===== src/design/digit_consts.svh =====
`ifndef DIGIT_CONSTS_SVH
`define DIGIT_CONSTS_SVH

// ==================================================
// Image geometry and class count
// ==================================================
`define IMG_BYTES    8
`define IMG_BITS     64
`define NUM_CLASSES  10

// Command bytes, first byte of every frame
`define CMD_LOAD     8'hA1
`define CMD_CLEAR    8'hC0

// Status codes on the status pins
`define STATUS_IDLE     4'h0
`define STATUS_LOADING  4'h1
`define STATUS_BUSY     4'h2
`define STATUS_DONE     4'h3
`define STATUS_BAD_CMD  4'hE

// All segments off, active low
`define SEG_BLANK    7'h7F

// ==================================================
// Binary weights, one 8x8 glyph per class
// ==================================================
// Row 0 sits in the low byte, bit 0 is the left pixel
`define WEIGHT_0  64'h003C_666E_7666_663C
`define WEIGHT_1  64'h007E_1818_1818_1C18
`define WEIGHT_2  64'h007E_0C18_3060_663C
`define WEIGHT_3  64'h003C_6660_3860_663C
`define WEIGHT_4  64'h0030_307E_3336_3C38
`define WEIGHT_5  64'h003C_6660_603E_067E
`define WEIGHT_6  64'h003C_6666_3E06_0C38
`define WEIGHT_7  64'h000C_0C0C_1830_607E
`define WEIGHT_8  64'h003C_6666_3C66_663C
`define WEIGHT_9  64'h001C_3060_7C66_663C

`endif


===== src/design/digit_pkg.sv =====
package digit_pkg;

  // ==================================================
  // Vector types shared across the classifier
  // ==================================================
  typedef logic [7:0]  spi_byte_t;   // One SPI byte
  typedef logic [2:0]  buf_addr_t;   // Image byte address
  typedef logic [63:0] image_t;      // Byte 0 in the low bits
  typedef logic [3:0]  class_t;      // Digit 0 to 9
  typedef logic [6:0]  score_t;      // Popcount 0 to 64
  typedef logic [3:0]  status_t;
  typedef logic [6:0]  seg_t;        // Segments g..a, active low

  // Frame controller states
  typedef enum logic [2:0] {
    ST_IDLE,
    ST_CMD,
    ST_LOAD,
    ST_RUN,
    ST_DONE,
    ST_ERR
  } ctrl_state_t;

endpackage


===== src/design/bnn_classifier.sv =====
`include "digit_consts.svh"

module bnn_classifier (
  input  logic              clk,
  input  logic              rst_n,
  input  logic              class_start,
  input  logic              buf_clear,
  input  digit_pkg::image_t img,
  output digit_pkg::class_t result,
  output logic              result_ready
);

  // ==================================================
  // Weight lookup and XNOR popcount
  // ==================================================
  function automatic digit_pkg::image_t weight_of(input digit_pkg::class_t c);
    case (c)
      4'd0:    return `WEIGHT_0;
      4'd1:    return `WEIGHT_1;
      4'd2:    return `WEIGHT_2;
      4'd3:    return `WEIGHT_3;
      4'd4:    return `WEIGHT_4;
      4'd5:    return `WEIGHT_5;
      4'd6:    return `WEIGHT_6;
      4'd7:    return `WEIGHT_7;
      4'd8:    return `WEIGHT_8;
      4'd9:    return `WEIGHT_9;
      default: return '0;
    endcase
  endfunction

  function automatic digit_pkg::score_t match_count(input digit_pkg::image_t a,
                                                    input digit_pkg::image_t b);
    digit_pkg::score_t cnt;
    cnt = '0;
    for (int i = 0; i < `IMG_BITS; i++) begin
      cnt = cnt + digit_pkg::score_t'(a[i] ~^ b[i]);
    end
    return cnt;
  endfunction

  digit_pkg::image_t img_q;
  digit_pkg::class_t idx;
  digit_pkg::class_t best_class;
  digit_pkg::score_t best_score;
  digit_pkg::score_t score;
  digit_pkg::class_t win_class;
  logic              busy;

  assign score     = match_count(img_q, weight_of(idx));
  assign win_class = (score > best_score) ? idx : best_class;   // Ties keep the lower class

  always_ff @(posedge clk) begin
    if (class_start) img_q <= img;
  end

  always_ff @(posedge clk or negedge rst_n) begin
    if (!rst_n) begin
      busy         <= 1'b0;
      idx          <= '0;
      best_score   <= '0;
      best_class   <= '0;
      result       <= '0;
      result_ready <= 1'b0;
    end else if (buf_clear) begin
      busy         <= 1'b0;
      result       <= '0;
      result_ready <= 1'b0;
    end else if (class_start) begin
      busy         <= 1'b1;
      idx          <= '0;
      best_score   <= '0;
      best_class   <= '0;
      result_ready <= 1'b0;
    end else if (busy) begin
      if (score > best_score) begin
        best_score <= score;
        best_class <= idx;
      end
      if (idx == `NUM_CLASSES - 1) begin
        busy         <= 1'b0;
        result       <= win_class;
        result_ready <= 1'b1;
      end else begin
        idx <= idx + 4'd1;
      end
    end
  end

endmodule


===== src/design/digit_classifier_top.sv =====
module digit_classifier_top (
  input  logic               clk,
  input  logic               rst_n,
  input  logic               sclk,
  input  logic               copi,
  input  logic               cs_n,
  output digit_pkg::status_t status,
  output digit_pkg::seg_t    seg,
  output logic               heartbeat
);

  // ==================================================
  // Interconnect
  // ==================================================
  digit_pkg::spi_byte_t rx_data;
  logic                 byte_valid;
  logic                 frame_start;
  logic                 frame_end;

  logic                 wr_en;
  logic                 buf_clear;
  logic                 class_start;
  digit_pkg::buf_addr_t wr_addr;
  digit_pkg::spi_byte_t wr_data;

  digit_pkg::image_t    img;
  logic                 buffer_full;

  digit_pkg::class_t    result;
  logic                 result_ready;

  spi_byte_receiver u_spi_byte_receiver (
    .clk         (clk),
    .rst_n       (rst_n),
    .sclk        (sclk),
    .copi        (copi),
    .cs_n        (cs_n),
    .rx_data     (rx_data),
    .byte_valid  (byte_valid),
    .frame_start (frame_start),
    .frame_end   (frame_end)
  );

  frame_controller u_frame_controller (
    .clk          (clk),
    .rst_n        (rst_n),
    .rx_data      (rx_data),
    .byte_valid   (byte_valid),
    .frame_start  (frame_start),
    .frame_end    (frame_end),
    .buffer_full  (buffer_full),
    .result_ready (result_ready),
    .wr_en        (wr_en),
    .buf_clear    (buf_clear),
    .class_start  (class_start),
    .wr_addr      (wr_addr),
    .wr_data      (wr_data),
    .status       (status)
  );

  image_buffer u_image_buffer (
    .clk          (clk),
    .rst_n        (rst_n),
    .wr_en        (wr_en),
    .buf_clear    (buf_clear),
    .wr_addr      (wr_addr),
    .wr_data      (wr_data),
    .img          (img),
    .buffer_full  (buffer_full),
    .buffer_empty ()
  );

  bnn_classifier u_bnn_classifier (
    .clk          (clk),
    .rst_n        (rst_n),
    .class_start  (class_start),
    .buf_clear    (buf_clear),
    .img          (img),
    .result       (result),
    .result_ready (result_ready)
  );

  result_display u_result_display (
    .clk          (clk),
    .rst_n        (rst_n),
    .result_ready (result_ready),
    .result       (result),
    .seg          (seg),
    .heartbeat    (heartbeat)
  );

endmodule


===== src/design/frame_controller.sv =====
`include "digit_consts.svh"

module frame_controller (
  input  logic                 clk,
  input  logic                 rst_n,
  input  digit_pkg::spi_byte_t rx_data,
  input  logic                 byte_valid,
  input  logic                 frame_start,
  input  logic                 frame_end,
  input  logic                 buffer_full,
  input  logic                 result_ready,
  output logic                 wr_en,
  output logic                 buf_clear,
  output logic                 class_start,
  output digit_pkg::buf_addr_t wr_addr,
  output digit_pkg::spi_byte_t wr_data,
  output digit_pkg::status_t   status
);

  digit_pkg::ctrl_state_t state_q, state_d;
  logic [3:0]             load_cnt;   // Image bytes taken in this frame
  logic                   load_done;
  logic                   take_byte;

  assign load_done = (load_cnt == `IMG_BYTES);
  assign take_byte = (state_q == digit_pkg::ST_LOAD) && byte_valid && !load_done;

  // ==================================================
  // Next state and strobes
  // ==================================================
  always_comb begin
    state_d     = state_q;
    buf_clear   = 1'b0;
    class_start = 1'b0;
    case (state_q)
      digit_pkg::ST_IDLE, digit_pkg::ST_DONE, digit_pkg::ST_ERR: begin
        if (frame_start) state_d = digit_pkg::ST_CMD;
      end
      digit_pkg::ST_CMD: begin
        if (byte_valid) begin
          case (rx_data)
            `CMD_LOAD: begin
              buf_clear = 1'b1;   // Old image and result go away
              state_d   = digit_pkg::ST_LOAD;
            end
            `CMD_CLEAR: begin
              buf_clear = 1'b1;
              state_d   = digit_pkg::ST_IDLE;
            end
            default: state_d = digit_pkg::ST_ERR;
          endcase
        end else if (frame_end) begin
          state_d = digit_pkg::ST_IDLE;   // Empty frame
        end
      end
      digit_pkg::ST_LOAD: begin
        if (buffer_full) begin
          class_start = 1'b1;
          state_d     = digit_pkg::ST_RUN;
        end else if (frame_end && !load_done) begin
          buf_clear = 1'b1;   // Short frame, drop partial image
          state_d   = digit_pkg::ST_IDLE;
        end
      end
      digit_pkg::ST_RUN: begin
        if (result_ready) state_d = digit_pkg::ST_DONE;
      end
      default: state_d = digit_pkg::ST_IDLE;
    endcase
  end

  always_ff @(posedge clk or negedge rst_n) begin
    if (!rst_n) begin
      state_q  <= digit_pkg::ST_IDLE;
      status   <= `STATUS_IDLE;
      load_cnt <= '0;
      wr_en    <= 1'b0;
      wr_addr  <= '0;
    end else begin
      state_q <= state_d;
      wr_en   <= take_byte;   // Write lands one cycle after the strobe
      if (state_q == digit_pkg::ST_CMD) begin
        load_cnt <= '0;
      end else if (take_byte) begin
        load_cnt <= load_cnt + 4'd1;
        wr_addr  <= load_cnt[2:0];
      end
      case (state_d)
        digit_pkg::ST_IDLE: status <= `STATUS_IDLE;
        digit_pkg::ST_LOAD: status <= `STATUS_LOADING;
        digit_pkg::ST_RUN:  status <= `STATUS_BUSY;
        digit_pkg::ST_DONE: status <= `STATUS_DONE;
        digit_pkg::ST_ERR:  status <= `STATUS_BAD_CMD;
        default:            status <= status;   // Hold during command byte
      endcase
    end
  end

  always_ff @(posedge clk) begin
    if (take_byte) wr_data <= rx_data;
  end

endmodule


===== src/design/image_buffer.sv =====
`include "digit_consts.svh"

module image_buffer (
  input  logic                 clk,
  input  logic                 rst_n,
  input  logic                 wr_en,
  input  logic                 buf_clear,
  input  digit_pkg::buf_addr_t wr_addr,
  input  digit_pkg::spi_byte_t wr_data,
  output digit_pkg::image_t    img,
  output logic                 buffer_full,
  output logic                 buffer_empty
);

  localparam int CNT_W = $clog2(`IMG_BYTES + 1);

  digit_pkg::spi_byte_t mem [`IMG_BYTES];
  logic [CNT_W-1:0]     count_q, count_d;

  // Byte storage, cleared on command
  always_ff @(posedge clk) begin
    if (buf_clear) begin
      for (int i = 0; i < `IMG_BYTES; i++) mem[i] <= '0;
    end else if (wr_en) begin
      mem[wr_addr] <= wr_data;
    end
  end

  always_comb begin
    for (int i = 0; i < `IMG_BYTES; i++) img[8*i +: 8] = mem[i];
  end

  always_comb begin
    count_d = count_q;
    if (buf_clear) count_d = '0;
    else if (wr_en && count_q != CNT_W'(`IMG_BYTES)) count_d = count_q + 1'b1;
  end

  always_ff @(posedge clk or negedge rst_n) begin
    if (!rst_n) begin
      count_q      <= '0;
      buffer_full  <= 1'b0;
      buffer_empty <= 1'b1;
    end else begin
      count_q      <= count_d;
      buffer_full  <= (count_d == CNT_W'(`IMG_BYTES));
      buffer_empty <= (count_d == '0);
    end
  end

endmodule


===== src/design/result_display.sv =====
`include "digit_consts.svh"

module result_display (
  input  logic              clk,
  input  logic              rst_n,
  input  logic              result_ready,
  input  digit_pkg::class_t result,
  output digit_pkg::seg_t   seg,
  output logic              heartbeat
);

  digit_pkg::seg_t seg_next;

  // Active-low patterns, bit 6 is segment g
  always_comb begin
    if (!result_ready) begin
      seg_next = `SEG_BLANK;
    end else begin
      case (result)
        4'd0:    seg_next = 7'b100_0000;
        4'd1:    seg_next = 7'b111_1001;
        4'd2:    seg_next = 7'b010_0100;
        4'd3:    seg_next = 7'b011_0000;
        4'd4:    seg_next = 7'b001_1001;
        4'd5:    seg_next = 7'b001_0010;
        4'd6:    seg_next = 7'b000_0010;
        4'd7:    seg_next = 7'b111_1000;
        4'd8:    seg_next = 7'b000_0000;
        4'd9:    seg_next = 7'b001_0000;
        default: seg_next = `SEG_BLANK;   // Out of range
      endcase
    end
  end

  always_ff @(posedge clk or negedge rst_n) begin
    if (!rst_n) begin
      seg       <= `SEG_BLANK;
      heartbeat <= 1'b0;
    end else begin
      seg       <= seg_next;
      heartbeat <= ~heartbeat;   // Alive indicator
    end
  end

endmodule


===== src/design/spi_byte_receiver.sv =====
module spi_byte_receiver (
  input  logic                 clk,
  input  logic                 rst_n,
  input  logic                 sclk,
  input  logic                 copi,
  input  logic                 cs_n,
  output digit_pkg::spi_byte_t rx_data,
  output logic                 byte_valid,
  output logic                 frame_start,
  output logic                 frame_end
);

  // Two-flop synchronizers plus one history stage for edges
  logic [2:0] sclk_sync;
  logic [1:0] copi_sync;
  logic [2:0] cs_sync;

  logic       sclk_rise;
  logic [6:0] shift_q;   // First seven bits of the byte
  logic [2:0] bit_cnt;

  always_ff @(posedge clk or negedge rst_n) begin
    if (!rst_n) begin
      sclk_sync <= '0;
      copi_sync <= '0;
      cs_sync   <= 3'b111;   // Deselected at reset
    end else begin
      sclk_sync <= {sclk_sync[1:0], sclk};
      copi_sync <= {copi_sync[0], copi};
      cs_sync   <= {cs_sync[1:0], cs_n};
    end
  end

  assign sclk_rise   = sclk_sync[1] & ~sclk_sync[2] & ~cs_sync[1];
  assign frame_start = ~cs_sync[1] & cs_sync[2];
  assign frame_end   = cs_sync[1] & ~cs_sync[2];

  // ==================================================
  // Bit shifter, MSB first
  // ==================================================
  always_ff @(posedge clk or negedge rst_n) begin
    if (!rst_n) begin
      bit_cnt    <= '0;
      byte_valid <= 1'b0;
    end else begin
      byte_valid <= 1'b0;
      if (frame_start) begin
        bit_cnt <= '0;
      end else if (sclk_rise) begin
        bit_cnt <= bit_cnt + 3'd1;   // Wraps to 0 after the 8th bit
        if (bit_cnt == 3'd7) byte_valid <= 1'b1;
      end
    end
  end

  always_ff @(posedge clk) begin
    if (sclk_rise) begin
      shift_q <= {shift_q[5:0], copi_sync[1]};
      if (bit_cnt == 3'd7) rx_data <= {shift_q, copi_sync[1]};
    end
  end

endmodule


===== config.mk =====
export PLATFORM = sky130hd
export DESIGN_NAME = digit_classifier_top
export DESIGN_NICKNAME = d
export VERILOG_FILES = /design/src/design/digit_pkg.sv /design/src/design/bnn_classifier.sv /design/src/design/digit_classifier_top.sv /design/src/design/frame_controller.sv /design/src/design/image_buffer.sv /design/src/design/result_display.sv /design/src/design/spi_byte_receiver.sv
export VERILOG_INCLUDE_DIRS = /design/src /design/src/design
export SDC_FILE = /design/constraint.sdc
export NUM_CORES = 1
export LEC_CHECK = 0
export BUFFER_PORTS_ARGS = -buffer_cell sky130_fd_sc_hd__clkbuf_2
export CAP_MARGIN = 30
export CORE_UTILIZATION = 40
export CTS_BUF_LIST = sky130_fd_sc_hd__clkbuf_4 sky130_fd_sc_hd__clkbuf_8
export CTS_CLUSTER_SIZE = 10
export DETAILED_ROUTE_END_ITERATION = 16
export HOLD_SLACK_MARGIN = 0.03
export SYNTH_ARGS = -nofsm -noshare
export SYNTH_HDL_FRONTEND = slang
export SYNTH_SLANG_ARGS = --single-unit

===== constraint.sdc =====
create_clock -name clk -period 10.2 [get_ports clk]
set_input_delay 1.53 -clock clk [delete_from_list [all_inputs] [get_ports clk]]
set_output_delay 1.53 -clock clk [all_outputs]
set_load 0.01 [all_outputs]

# Yosys cells after proc, flatten, opt, wreduce, memory -nomap -nowiden
# Memories as Yosys holds them, arrays and structs flattened. A register that Yosys moved wholly into a read port is not among the register bits.
# Index checks and enable logic that the tools add are counted.
# W data, S select, Z words.
[op_classes] add_sub_neg=67 order_cmp=1 eq_ne=18 mux=55 bitwise=74 reduce_logical=26
[ops] operator="$add A7 B7 Y7" count=63
[ops] operator="$xnor A1 B1 Y7" count=43
[ops] operator="$xnor A1 B1 Y7 const B" count=21
[ops] operator="$mux W4" count=14
[ops] operator="$mux W7" count=4
[ops] operator="$mux W3" count=9
[ops] operator="$mux W1" count=23
[ops] operator="$pmux W4 S5" count=1
[ops] operator="$eq A8 B8 Y1 const B" count=2
[ops] operator="$eq A3 B3 Y1 const B" count=5
[ops] operator="$add A4 B1 Y4 const B" count=3
[ops] operator="$eq A3 B2 Y1 const B" count=4
[ops] operator="$eq A4 B4 Y1 const B" count=3
[ops] operator="$pmux W3 S4" count=1
[ops] operator="$reduce_bool A2 Y1" count=6
[ops] operator="$reduce_and A3 Y1" count=3
[ops] operator="$mux W8" count=1
[ops] operator="$reduce_and A2 Y1" count=4
[ops] operator="$reduce_or A8 Y1" count=1
[ops] operator="$gt A7 B7 Y1" count=1
[ops] operator="$logic_not A3 Y1" count=2
[ops] operator="$not A1 Y1" count=6
[ops] operator="$pmux W3 S2" count=1
[ops] operator="$reduce_bool A3 Y1" count=2
[ops] operator="11 further kinds" count=18
[totals] reg_bits=84 ramBits=64 rom_bits=800 inputBits=5 out_inout_bits=12 word_cells=267 memories=3
[memory_table] memory="(name not given)" depth=16 word_bits=43 rd=1 rd_ports_with_merged_regs=0 write_ports=0 line_no="bnn_classifier.sv:17" text="case (c)"
[memory_table] memory="(name not given)" depth=16 word_bits=7 rd=1 rd_ports_with_merged_regs=0 write_ports=0 line_no="result_display.sv:19" text="case (result)"
[memory_table] memory="u_image_buffer.mem" depth=8 word_bits=8 rd=8 rd_ports_with_merged_regs=8 write_ports=8 line_no="image_buffer.sv:17" text="digit_pkg::spi_byte_t mem [`IMG_BYTES];"

# Logic depth before layout (Yosys ltp)
# Gate-level depths: netlist of run 1.
# An unclocked memory read counts as a cell.
[logic_depth] ltp_word=71 depth_mapped=35 mapped_depth_nobuf=33

# By module
# A second synthesis of run 1 with hierarchy kept.
[unflattened] cells_unflattened=809 hier_area_um2=10709.0
[by_module_without_submodules] mod="bnn_classifier" instances=1 cells_each=446 area_each_um2=5504.0 seq_area_each_um2=2447.3
[by_module_without_submodules] mod="image_buffer" instances=1 cells_each=184 area_each_um2=2812.7 seq_area_each_um2=2073.2
[by_module_without_submodules] mod="frame_controller" instances=1 cells_each=90 area_each_um2=1049.8 seq_area_each_um2=590.6
[by_module_without_submodules] mod="spi_byte_receiver" instances=1 cells_each=45 area_each_um2=899.6 seq_area_each_um2=754.5
[by_module_without_submodules] mod="result_display" instances=1 cells_each=44 area_each_um2=442.9 seq_area_each_um2=209.0

# Least setup slack after synthesis of run 1
# Ideal clock, no wire load.
[synth_path] path_kind="register to register" start="reg u_bnn_classifier.idx[1]" end="reg u_bnn_classifier.best_score[2]" setup_ns=0.120 t_arrival_ns=8.269 required_time_ns=10.080 path_slack_ns=1.812 stages_incl_launch_ff=29 path_buffers=1 period_less_slack_ns=8.388 cell_sequence="dfrtp_1 clkbuf_1 inv_1 ha_1 o21ai_0 mux2i_1 xor2_1 fa_1 fa_1 fa_1 inv_1 fa_1 inv_1 fa_1 fa_1 fa_1 inv_1 fa_1 inv_1 ha_1 a211oi_1 or4b_2 o2111ai_1 ha_1 o21ai_0 nor2_1 o31ai_2 nor3_1 a31o_1"
[synth_via] elab_chain_len=68 word_cells_on_any_way=113 classes_between="add/sub (63); order compare (1); mux (3); bitwise (43); reduce/logical (2); memory (1)"
[synth_rtl] element="from (decl)" line_no="bnn_classifier.sv:43" text="digit_pkg::class_t idx;"
[synth_rtl] element="from (signal assigned)" line_no="bnn_classifier.sv:85" text="idx <= idx + 4'd1;"
[synth_rtl] element="$mem_v2 Z16 W43 (*)"
[synth_rtl] element="$xnor A1 B1 Y7" line_no="bnn_classifier.sv:37" text="cnt = cnt + digit_pkg::score_t'(a[i] ~^ b[i]);"
[synth_rtl] element="$add A7 B7 Y7 (53 in a row)" line_no="bnn_classifier.sv:37"
[synth_rtl] element="$add A7 B7 Y7 (*) (10 in a row)" line_no="bnn_classifier.sv:37"
[synth_rtl] element="$gt A7 B7 Y1 or $mux W7 (tied branches)" line_no="bnn_classifier.sv:76" text="if (score > best_score) begin"
[synth_rtl] element="$reduce_bool A2 Y1 (no source line) or $mux W7 (tied branches)"
[synth_rtl] element="$reduce_and A3 Y1 (no source line) or $mux W7 (tied branches)"
[synth_rtl] element="to (signal assigned)" line_no="bnn_classifier.sv:77" text="best_score <= score;"
[synth_rtl] element="to (decl)" line_no="bnn_classifier.sv:45" text="digit_pkg::score_t best_score;"
# Mark *: on every way between the ends. The rest lies on a longest branch, timed or not. The select of a mux whose other input is x is not followed.
# A chain may end at the register's enable or synchronous reset.

# Worst setup path after layout of run 1
[layout_path] start="reg u_bnn_classifier.idx[0]" end="reg u_bnn_classifier.best_score[2]"
# The elaborated chain is that of the path after synthesis.

==> impl_metrics.ini, run 1 <==
[timing]
min_period_ps = 9230
fmax_mhz = 108
timing.setup.tns_ps = 0
timing.final.hold_violations = 0
clock-skew-final_ps = 22.4
least_setup_slack_across_all_paths_after_layout_ps = 975
grt_setup_unrepaired = false
max-slew-margin-rel = 0.375
worst_hold_slack_ps = 345
maxSlewViolCount = 0
final_period_utilization = 0.904
setup_viol_count_final = 0
worst_pin_slew_ps = 938

[floorplan]
core_region_area_um2 = 26000
floorplan.die_area_um2 = 27100
initial_core_util = 0.407
num_io_pins = 17
die_y_extent_um = 165
die_x_um = 165
num_rows = 59

[clock_tree]
number_of_instances_resized_during_post_cts_repair = 0
clkSinkCount = 211
clk_root_buffer_cell = clkbuf_8
number_of_buffers_created_by_cts = 36
postCtsHoldBufs = 0
clkSlewWorstSetupHoldPaths_ps = 70
tritoncts_clock_tree = built
clk_path_buf_depth = 3
cts_post_setup_buffers_inserted = 0
clock_insertion_delay_worst_skew_ps = 540
cts_htree_levels = 2

[synthesis]
ys_top_cells_by_count = 151 x edfxtp_1, 95 x nor2_1, 93 x inv_1, 54 x fa_1, 50 x dfrtp_1
ys_ff_latch = 211
synthFlopType = edfxtp_1
synth_cells = 827
ys_types = 65
synthesis.area_um2 = 10600
mappedNetlistNets = 926
seq_area_frac_synth = 0.571
mean_instance_size_in_the_synthesized_netlist_um2 = 12.8
synth_most_common_cell = edfxtp_1
synthArstFlopShare = 0.284
yosys_warnings = 0
synth_largest_type_area_fraction = 0.428
synth.area.top_cells = edfxtp_1 43%, dfrtp_1 12%, fa_1 10%
synth_edf_count = 151
yosys.area.top_type = edfxtp_1

[finish]
multi_input_comb_area_um2 = 4010
antenna-diode-count = 0
final-seq-area_um2 = 6050
finish.net_count = 964
nFillCells = 2350
final_layout_size_suffix_gt1_frac = 0.140
finish.cell_count_without_fillers = 1228
area.growth.synth_to_final_pct = 11.3
postLayoutCellArea_um2 = 11800

[critical_path]
timing.critical_path.mode_cell = fa_1
crit_start = u_bnn_classifier.idx[0]
criticalPathCategory = reg2reg
required_ps = 10620
reg2regPathDepth = 30
critPathSlowestCell = or4b_2
worst_r2r_startpoint = u_bnn_classifier.idx[0]
arrival_ps = 9650
critPathCaptureType = flop
reg_to_reg_critical_path_endpoint = u_bnn_classifier.best_score[2]
setup.worst_path.start_class = flop
r2r_setup_slack_ps = 970
setup.worst_path.end = u_bnn_classifier.best_score[2]
critical_path_peak_fanout = 11
timing.critical_path.slowest_cell_delay_ps = 630

[drt]
antenna_left = 0
initialDrtViolationCount = 504
wl_per_cell_um = 17.0
dr.pass1.iters = 5
route.final.wire_length_um = 20900
vias = 6100
drc = 0
routed_via_density = 4.97

[pwr]
comb_power_share = 0.009
internal_power_w = 0.00139
power.density_nw_per_um2 = 148
p_sw_w = 0.000364
max-vdd-ir-drop_mv = 0.121
share_seq_of_total_power = 0.527
p_leak_nw = 4.73
clkPwrFrac = 0.464
sw_frac_of_total = 0.208

[placement]
placedCellCount = 1162
portBuffers = 16
area_of_placed_instances_um2 = 11000
dp_hpwl_um = 15300
routabilityCongestion = 0.915
dp_worst_slack_ps = 993

[grt]
wire_length_of_the_first_global_routing_pass_um = 33300
grt_start_max_net_pins = 71
grt.overflow.total = 0
number_of_global_route_vias_before_repair = 6238
grt_use_total = 0.164
antenna_found_initial = 0

[run_status]
outcome = completed

[flow_run]
maxCapViolations = 0

[min_path]
hold_wc_path_type = reg2reg
[worst min path at each step]
stage | start | endpoint | slack, ps | cells past startpoint
after global placement | u_spi_byte_receiver.copi_sync[0] | u_spi_byte_receiver.copi_sync[1] | 340 | 0
after global routing | u_spi_byte_receiver.copi_sync[0] | u_spi_byte_receiver.copi_sync[1] | 350 | 0
after floorplan | u_spi_byte_receiver.copi_sync[0] | u_spi_byte_receiver.copi_sync[1] | 330 | 0
final | u_spi_byte_receiver.copi_sync[0] | u_spi_byte_receiver.copi_sync[1] | 350 | 0
after detailed placement | u_spi_byte_receiver.copi_sync[0] | u_spi_byte_receiver.copi_sync[1] | 340 | 0
after CTS | u_spi_byte_receiver.copi_sync[0] | u_spi_byte_receiver.copi_sync[1] | 350 | 0
[layer usage]
metal	part of all wire	GRT usage	vias to the layer above
met1	0.44	0.211	2992
met4	0.031	0.0671	0
met3	0.052	0.0331	45
li1	-	-	2894
met5	0	0	-
met2	0.47	0.269	169
[critical path: cells and delay by family (launching register included)]
family          cells  cell delay (ps)
compound gates      7             1610
xor+xnor            1              150
buf+inv             6              520
simple gates        5             1040
flops               1              590
fa+ha+maj          11             5190
[flip-flops by register name (all words and copies together), names as in the netlist, 7 cells and up]
| signal | cells |
|---|---|
| u_frame_controller.wr_data | 8 |
| u_bnn_classifier.img_q | 64 |
| u_spi_byte_receiver.rx_data | 8 |
| u_image_buffer.mem | 64 |
| u_result_display.seg | 7 |
| u_bnn_classifier.best_score | 7 |
| u_spi_byte_receiver.shift_q | 7 |
[cells in the final DEF (no fill, tap or decap), drive strengths merged, types with 5 or more instances in the layout]
cell type,count
a21oi,38
o21ai,38
nand2,50
inv,96
fa,54
edfxtp,151
nor3,5
nand3,5
nand4,10
ha,40
nor3b,5
nor2b,5
clkbuf,73
nor2,95
mux2i,6
xnor2,24
dfstp,10
xor2,28
o31ai,9
buf,11
nand2b,22
dfrtp,50
a22o,5
a211oi,5
clkinv,5
a31oi,5
[per-stage QoR]
| stage | power, W | util |
|---|---|---|
| after CTS | 0.00178 | 0.454 |
| after floorplan | 0.000948 | - |
| after global routing | 0.00181 | 0.454 |
| final | 0.00175 | 0.454 |
| after detailed placement | 0.000956 | 0.423 |
| after global placement | 0.000955 | 0.422 |
[logic make-up after synthesis]
| kind of cell | share of synthesized area |
|---|---|
| mux | 0.00815 |
| flops | 0.571 |
| simple gates | 0.105 |
| xor+xnor | 0.0430 |
| compound gates | 0.0739 |
| buf+inv | 0.0496 |
| fa+ha+maj | 0.149 |
[power groups by stage]
stage / sequential (W) / clock, W / combinational (W)
after detailed placement: 0.000940 / 0 / 0.0000167
after global routing: 0.000923 / 0.000872 / 0.0000193
after floorplan: 0.000938 / 0 / 0.0000101
after global placement: 0.000939 / 0 / 0.0000160
final: 0.000923 / 0.000811 / 0.0000161
after CTS: 0.000922 / 0.000839 / 0.0000167
[final cells by class]
type                       count  area share
tap                          335      0.0356
clock buffer                  57      0.0586
clock inverter                 9     0.00849
inverter                      95      0.0303
timing repair buffer          27      0.0134
sequential                   211       0.513
multi-input combinational    494       0.341
No activity file was read; power rests on OpenSTA's default activity.
==> run 2, diff against run 1 <==
--- a/config.mk
+++ b/config.mk
@@ -6,6 +6,7 @@
 export SDC_FILE = /design/constraint.sdc
 export NUM_CORES = 1
 export LEC_CHECK = 0
+export ABC_AREA = 1
 export BUFFER_PORTS_ARGS = -buffer_cell sky130_fd_sc_hd__clkbuf_2
 export CAP_MARGIN = 30
 export CORE_UTILIZATION = 40
==> impl_metrics.ini, run 2 <==
[run_status]
outcome = completed

[finish]
mostFrequentLayoutCells = 153 x nand2_1, 151 x edfxtp_1, 135 x inv_1
nFillCells = 2334
final-seq-area_um2 = 6050
reg.largest.list = u_bnn_classifier.img_q: 64 flops, u_image_buffer.mem: 64 flops
layout.cells.most_common = nand2_1
antenna-diode-count = 0
finish.net_count = 1040
area.growth.synth_to_final_pct = 11.3
multi_input_comb_area_um2 = 3870
final_layout_size_suffix_gt1_frac = 0.124
finish.cell_count_without_fillers = 1295

[pwr]
share_seq_of_total_power = 0.546
p_sw_w = 0.000351
internal_power_w = 0.00134
clkPwrFrac = 0.435
power.density_nw_per_um2 = 145
max-vdd-ir-drop_mv = 0.134
comb_power_share = 0.019
p_leak_nw = 4.96
sw_frac_of_total = 0.207

[timing]
worst_pin_slew_ps = 848
clock-skew-final_ps = 35.3
setup_viol_count_final = 0
min_period_ps = 8860
fmax_mhz = 113
timing.setup.tns_ps = 0
final_period_utilization = 0.869
max-slew-margin-rel = 0.435
maxSlewViolCount = 0
least_setup_slack_across_all_paths_after_layout_ps = 1340
grt_setup_unrepaired = false
timing.final.hold_violations = 0

[critical_path]
critPathCaptureType = flop
worst_r2r_startpoint = u_bnn_classifier.idx[2]
criticalPathCategory = reg2reg
r2r_setup_slack_ps = 1340
reg_to_reg_critical_path_endpoint = u_bnn_classifier.best_score[1]
critical_path_peak_fanout = 15
setup.worst_path.end = u_bnn_classifier.best_score[1]
timing.critical_path.slowest_cell_delay_ps = 550
critPathSlowestCell = fa_1
worst_path_dominant_cell_family = adder cells
setup.worst_path.start_class = flop
reg2regPathDepth = 35
arrival_ps = 9250
path_buf_inv = 7
required_ps = 10590
worst-path-stages = 35
crit_start = u_bnn_classifier.idx[2]
timing.critical_path.mode_cell = nand2_1

[flow_run]
maxCapViolations = 0

[synthesis]
synthFlopType = edfxtp_1
synth_largest_type_area_fraction = 0.432
ys_types = 42
mappedNetlistNets = 990
ys_top_cells_by_count = 153 x nand2_1, 151 x edfxtp_1, 135 x inv_1, 96 x nor2_1, 54 x fa_1
synth_most_common_cell = nand2_1
seq_area_frac_synth = 0.576
yosys_warnings = 0
synth_edf_count = 151
yosys.area.top_type = edfxtp_1
mean_instance_size_in_the_synthesized_netlist_um2 = 11.8
ys_ff_latch = 211
synthArstFlopShare = 0.284
synth.area.top_cells = edfxtp_1 43%, dfrtp_1 12%, fa_1 10%
synthesis.area_um2 = 10500
synth_cells = 891

[grt]
wire_length_of_the_first_global_routing_pass_um = 33300
grt_start_max_net_pins = 67
grt_use_total = 0.166
antenna_found_initial = 0
number_of_global_route_vias_before_repair = 6282
grt.overflow.total = 0

[clock_tree]
cts_post_setup_buffers_inserted = 0
clock_insertion_delay_worst_skew_ps = 530
clkSinkCount = 211
tritoncts_clock_tree = built
cts_htree_levels = 2
clk_path_buf_depth = 3
clk_root_buffer_cell = clkbuf_8
postCtsHoldBufs = 0
number_of_buffers_created_by_cts = 35
clkSlewWorstSetupHoldPaths_ps = 60
number_of_instances_resized_during_post_cts_repair = 0

[floorplan]
die_x_um = 164
num_io_pins = 17
initial_core_util = 0.412
die_y_extent_um = 164
core_region_area_um2 = 25500
num_rows = 58
floorplan.die_area_um2 = 26900

[drt]
drc = 0
route.final.wire_length_um = 20400
vias = 6087
antenna_left = 0
initialDrtViolationCount = 431
wl_per_cell_um = 15.8
dr.pass1.iters = 5
routed_via_density = 4.70

[min_path]
hold_wc_path_type = reg2reg
holdCritStartpoint = u_spi_byte_receiver.cs_sync[0]

[placement]
dp_worst_slack_ps = 1280
portBuffers = 16
routabilityCongestion = 0.937
dp_hpwl_um = 15500
placedCellCount = 1234
==> run 2: cell types whose count changed in the layout (fill, tap and decap cells not counted), moves of 6 or more <==
cell / previous run / this run
a21oi_1: 38 / 16
buf_4: 9 / 3
inv_1: 93 / 135
mux2i_1: 6 / 0
nand2_1: 49 / 153
nand2b_1: 22 / 0
nand3_1: 4 / 45
nand3_4: 1 / 9
o31ai_1: 8 / 1
xor2_1: 28 / 19
==> run 2: cell families (layout without fill, tap and decap cells) <==
logic type / Yosys count / count (layout) / synth area share
flops: 211 / 211 / 0.576
simple gates: 329 / 329 / 0.148
xor+xnor: 47 / 47 / 0.0392
compound gates: 60 / 60 / 0.0311
buf+inv: 150 / 224 / 0.0547
fa+ha+maj: 94 / 94 / 0.151
==> run 2: worst min-delay path by stage <==
stage,to,depth (start not counted)
finish,u_spi_byte_receiver.cs_sync[1],0
global route,u_spi_byte_receiver.cs_sync[1],0
CTS,u_spi_byte_receiver.cs_sync[1],0
detailed placement,u_spi_byte_receiver.copi_sync[1],0
global placement,u_spi_byte_receiver.copi_sync[1],0
floorplan,u_spi_byte_receiver.copi_sync[1],0
==> run 2: stage by stage <==
stage          power [W]   util  cell area [µm²]  hold WS [ps]
4_1_cts          0.00172  0.458            11700           358
3_3_place_gp    0.000971  0.431            11000           335
3_5_place_dp    0.000972  0.431            11000           336
2_1_floorplan   0.000960      -            10500           331
5_1_grt          0.00176  0.458            11700           358
6_report         0.00169  0.458            11700           357
==> run 2: area by class of cell <==
class                           instances  share of cell area
Sequential cell                       211               0.518
Clock inverter                         10             0.00739
Multi-Input combinational cell        530               0.331
Clock buffer                           51              0.0526
Tap cell                              330              0.0354
Timing Repair Buffer                   19             0.00879
Inverter                              144              0.0465
==> run 2: power groups by stage <==
stage	clock [W]	sequential (W)	combinational, W
after global routing	0.000797	0.000922	0.0000382
after detailed placement	0	0.000939	0.0000325
after CTS	0.000761	0.000922	0.0000325
after floorplan	0	0.000938	0.0000215
final	0.000736	0.000922	0.0000320
after global placement	0	0.000939	0.0000318
==> run 2: layer usage <==
layer / global-route usage / share of wire
met5: 0 / 0
met4: 0.0543 / 0.022
met2: 0.279 / 0.49
met1: 0.217 / 0.44
met3: 0.0278 / 0.045
==> run 3, diff against run 2 <==
==> constraint.sdc (replaced) <==
create_clock -name clk -period 9 [get_ports clk]
set_input_delay 1.35 -clock clk [delete_from_list [all_inputs] [get_ports clk]]
set_output_delay 1.35 -clock clk [all_outputs]
set_load 0.01 [all_outputs]
==> impl_metrics.ini, run 3 (synthesis gave the netlist of run 2 again) <==
[drt]
route.final.wire_length_um = 20700
wl_per_cell_um = 15.8
antenna_left = 0
vias = 6191
dr.pass1.iters = 5
routed_via_density = 4.74
initialDrtViolationCount = 426
drc = 0

[grt]
wire_length_of_the_first_global_routing_pass_um = 34000
grt_start_max_net_pins = 72
grt_use_total = 0.168
grt.overflow.total = 0
number_of_global_route_vias_before_repair = 6514
antenna_found_initial = 0

[finish]
reg.largest.list = u_bnn_classifier.img_q: 64 flops, u_image_buffer.mem: 64 flops
finish.cell_count_without_fillers = 1307
postLayoutCellArea_um2 = 11800
antenna-diode-count = 0
finish.net_count = 1047
final_layout_size_suffix_gt1_frac = 0.139
layout.cells.most_common = nand2_1
area.growth.synth_to_final_pct = 12.7
mostFrequentLayoutCells = 152 x nand2_1, 151 x edfxtp_1, 134 x inv_1

[critical_path]
critPathCaptureType = flop
criticalPathCategory = reg2reg
reg2regPathDepth = 35
required_ps = 9400
setup.worst_path.start_class = flop
path_buf_inv = 7
arrival_ps = 8890
timing.critical_path.slowest_cell_delay_ps = 540
critical_path_peak_fanout = 8
worst_r2r_startpoint = u_bnn_classifier.idx[1]
r2r_setup_slack_ps = 510
worst-path-stages = 35
critPathSlowestCell = fa_1
worst_path_dominant_cell_family = adder cells
reg_to_reg_critical_path_endpoint = u_bnn_classifier.best_score[5]

[placement]
dp_hpwl_um = 15300
dp_worst_slack_ps = 81.8
portBuffers = 16
routabilityCongestion = 0.940
placedCellCount = 1237
area_of_placed_instances_um2 = 11000

[floorplan]
die_y_extent_um = 164
core_region_area_um2 = 25500
initial_core_util = 0.412
num_rows = 58
floorplan.die_area_um2 = 26900
num_io_pins = 17
die_x_um = 164

[timing]
worst_pin_slew_ps = 920
worst_hold_slack_ps = 349
least_setup_slack_across_all_paths_after_layout_ps = 514
timing.final.hold_violations = 0
fmax_mhz = 118
setup_viol_count_final = 0
max-slew-margin-rel = 0.386
maxSlewViolCount = 0
final_period_utilization = 0.943
clock-skew-final_ps = 35.6
min_period_ps = 8490

[min_path]
count_of_cells_along_the_worst_hold_path = 0
timing.hold.worst_endpoint = u_spi_byte_receiver.sclk_sync[1]
holdCritStartpoint = u_spi_byte_receiver.sclk_sync[0]
hold_wc_path_type = reg2reg

[clock_tree]
clk_root_buffer_cell = clkbuf_8
clock_insertion_delay_worst_skew_ps = 540
clk_path_buf_depth = 3
tritoncts_clock_tree = built
cts_htree_levels = 2
clkSinkCount = 211
clkSlewWorstSetupHoldPaths_ps = 60
number_of_buffers_created_by_cts = 37
postCtsHoldBufs = 0

[pwr]
power.density_nw_per_um2 = 169
p_leak_nw = 5.03
totalPowerFinal_w = 0.00200
max-vdd-ir-drop_mv = 0.119

[run_status]
outcome = completed

[flow_run]
maxCapViolations = 0
[run 3: cell count changes in the layout (fill, tap and decap cells not counted), sizes merged]
cell and change:
buf +5, bufinv +1, clkbuf +5, clkinv +1
[run 3: timing repair]
item                       in CTS  in global routing
setup endpoints to repair       0                 15
setup buffers                   0                  2
gates resized for setup         0                  9
[run 3: worst max-delay path by stage]
stage	startpoint	endpoint	slack, ps
finish	u_bnn_classifier.idx[1]	u_bnn_classifier.best_score[5]	510
global route	u_bnn_classifier.idx[1]	u_bnn_classifier.best_score[5]	-20
CTS	u_bnn_classifier.idx[1]	u_bnn_classifier.best_score[5]	90
detailed placement	u_bnn_classifier.idx[1]	u_bnn_classifier.best_score[5]	80
global placement	u_bnn_classifier.idx[1]	u_bnn_classifier.best_score[5]	160
floorplan	u_bnn_classifier.idx[0]	u_bnn_classifier.best_score[5]	930
[run 3: through the flow]
stage	utilization	TNS (ps)
2_1_floorplan	-	0
3_3_place_gp	0.432	0
3_5_place_dp	0.432	0
4_1_cts	0.462	0
5_1_grt	0.464	-24.7
6_report	0.464	0
[run 3: layout make-up]
class	instances	area [µm²]
fillers	2269	13600
flip-flops and latches	211	6050
multi-input cells	530	3900
clock buffers	56	664
inverters	144	547
well taps	330	413
repair buffers	24	140
clock inverters	12	111
[run 3: layer usage]
metal	vias up	part of all wire	global-route usage	wire (µm)
li1	3004	-	-	-
met1	2981	0.45	0.226	9360
met2	158	0.47	0.272	9670
met3	48	0.053	0.0298	1090
met4	0	0.027	0.0593	548
met5	-	0	0	0
[run 3: power breakdown]
group	internal (W)	switching, W
Sequential	0.00104	0.00000625
Clock	0.000532	0.000386
Combinational	0.00000970	0.0000258
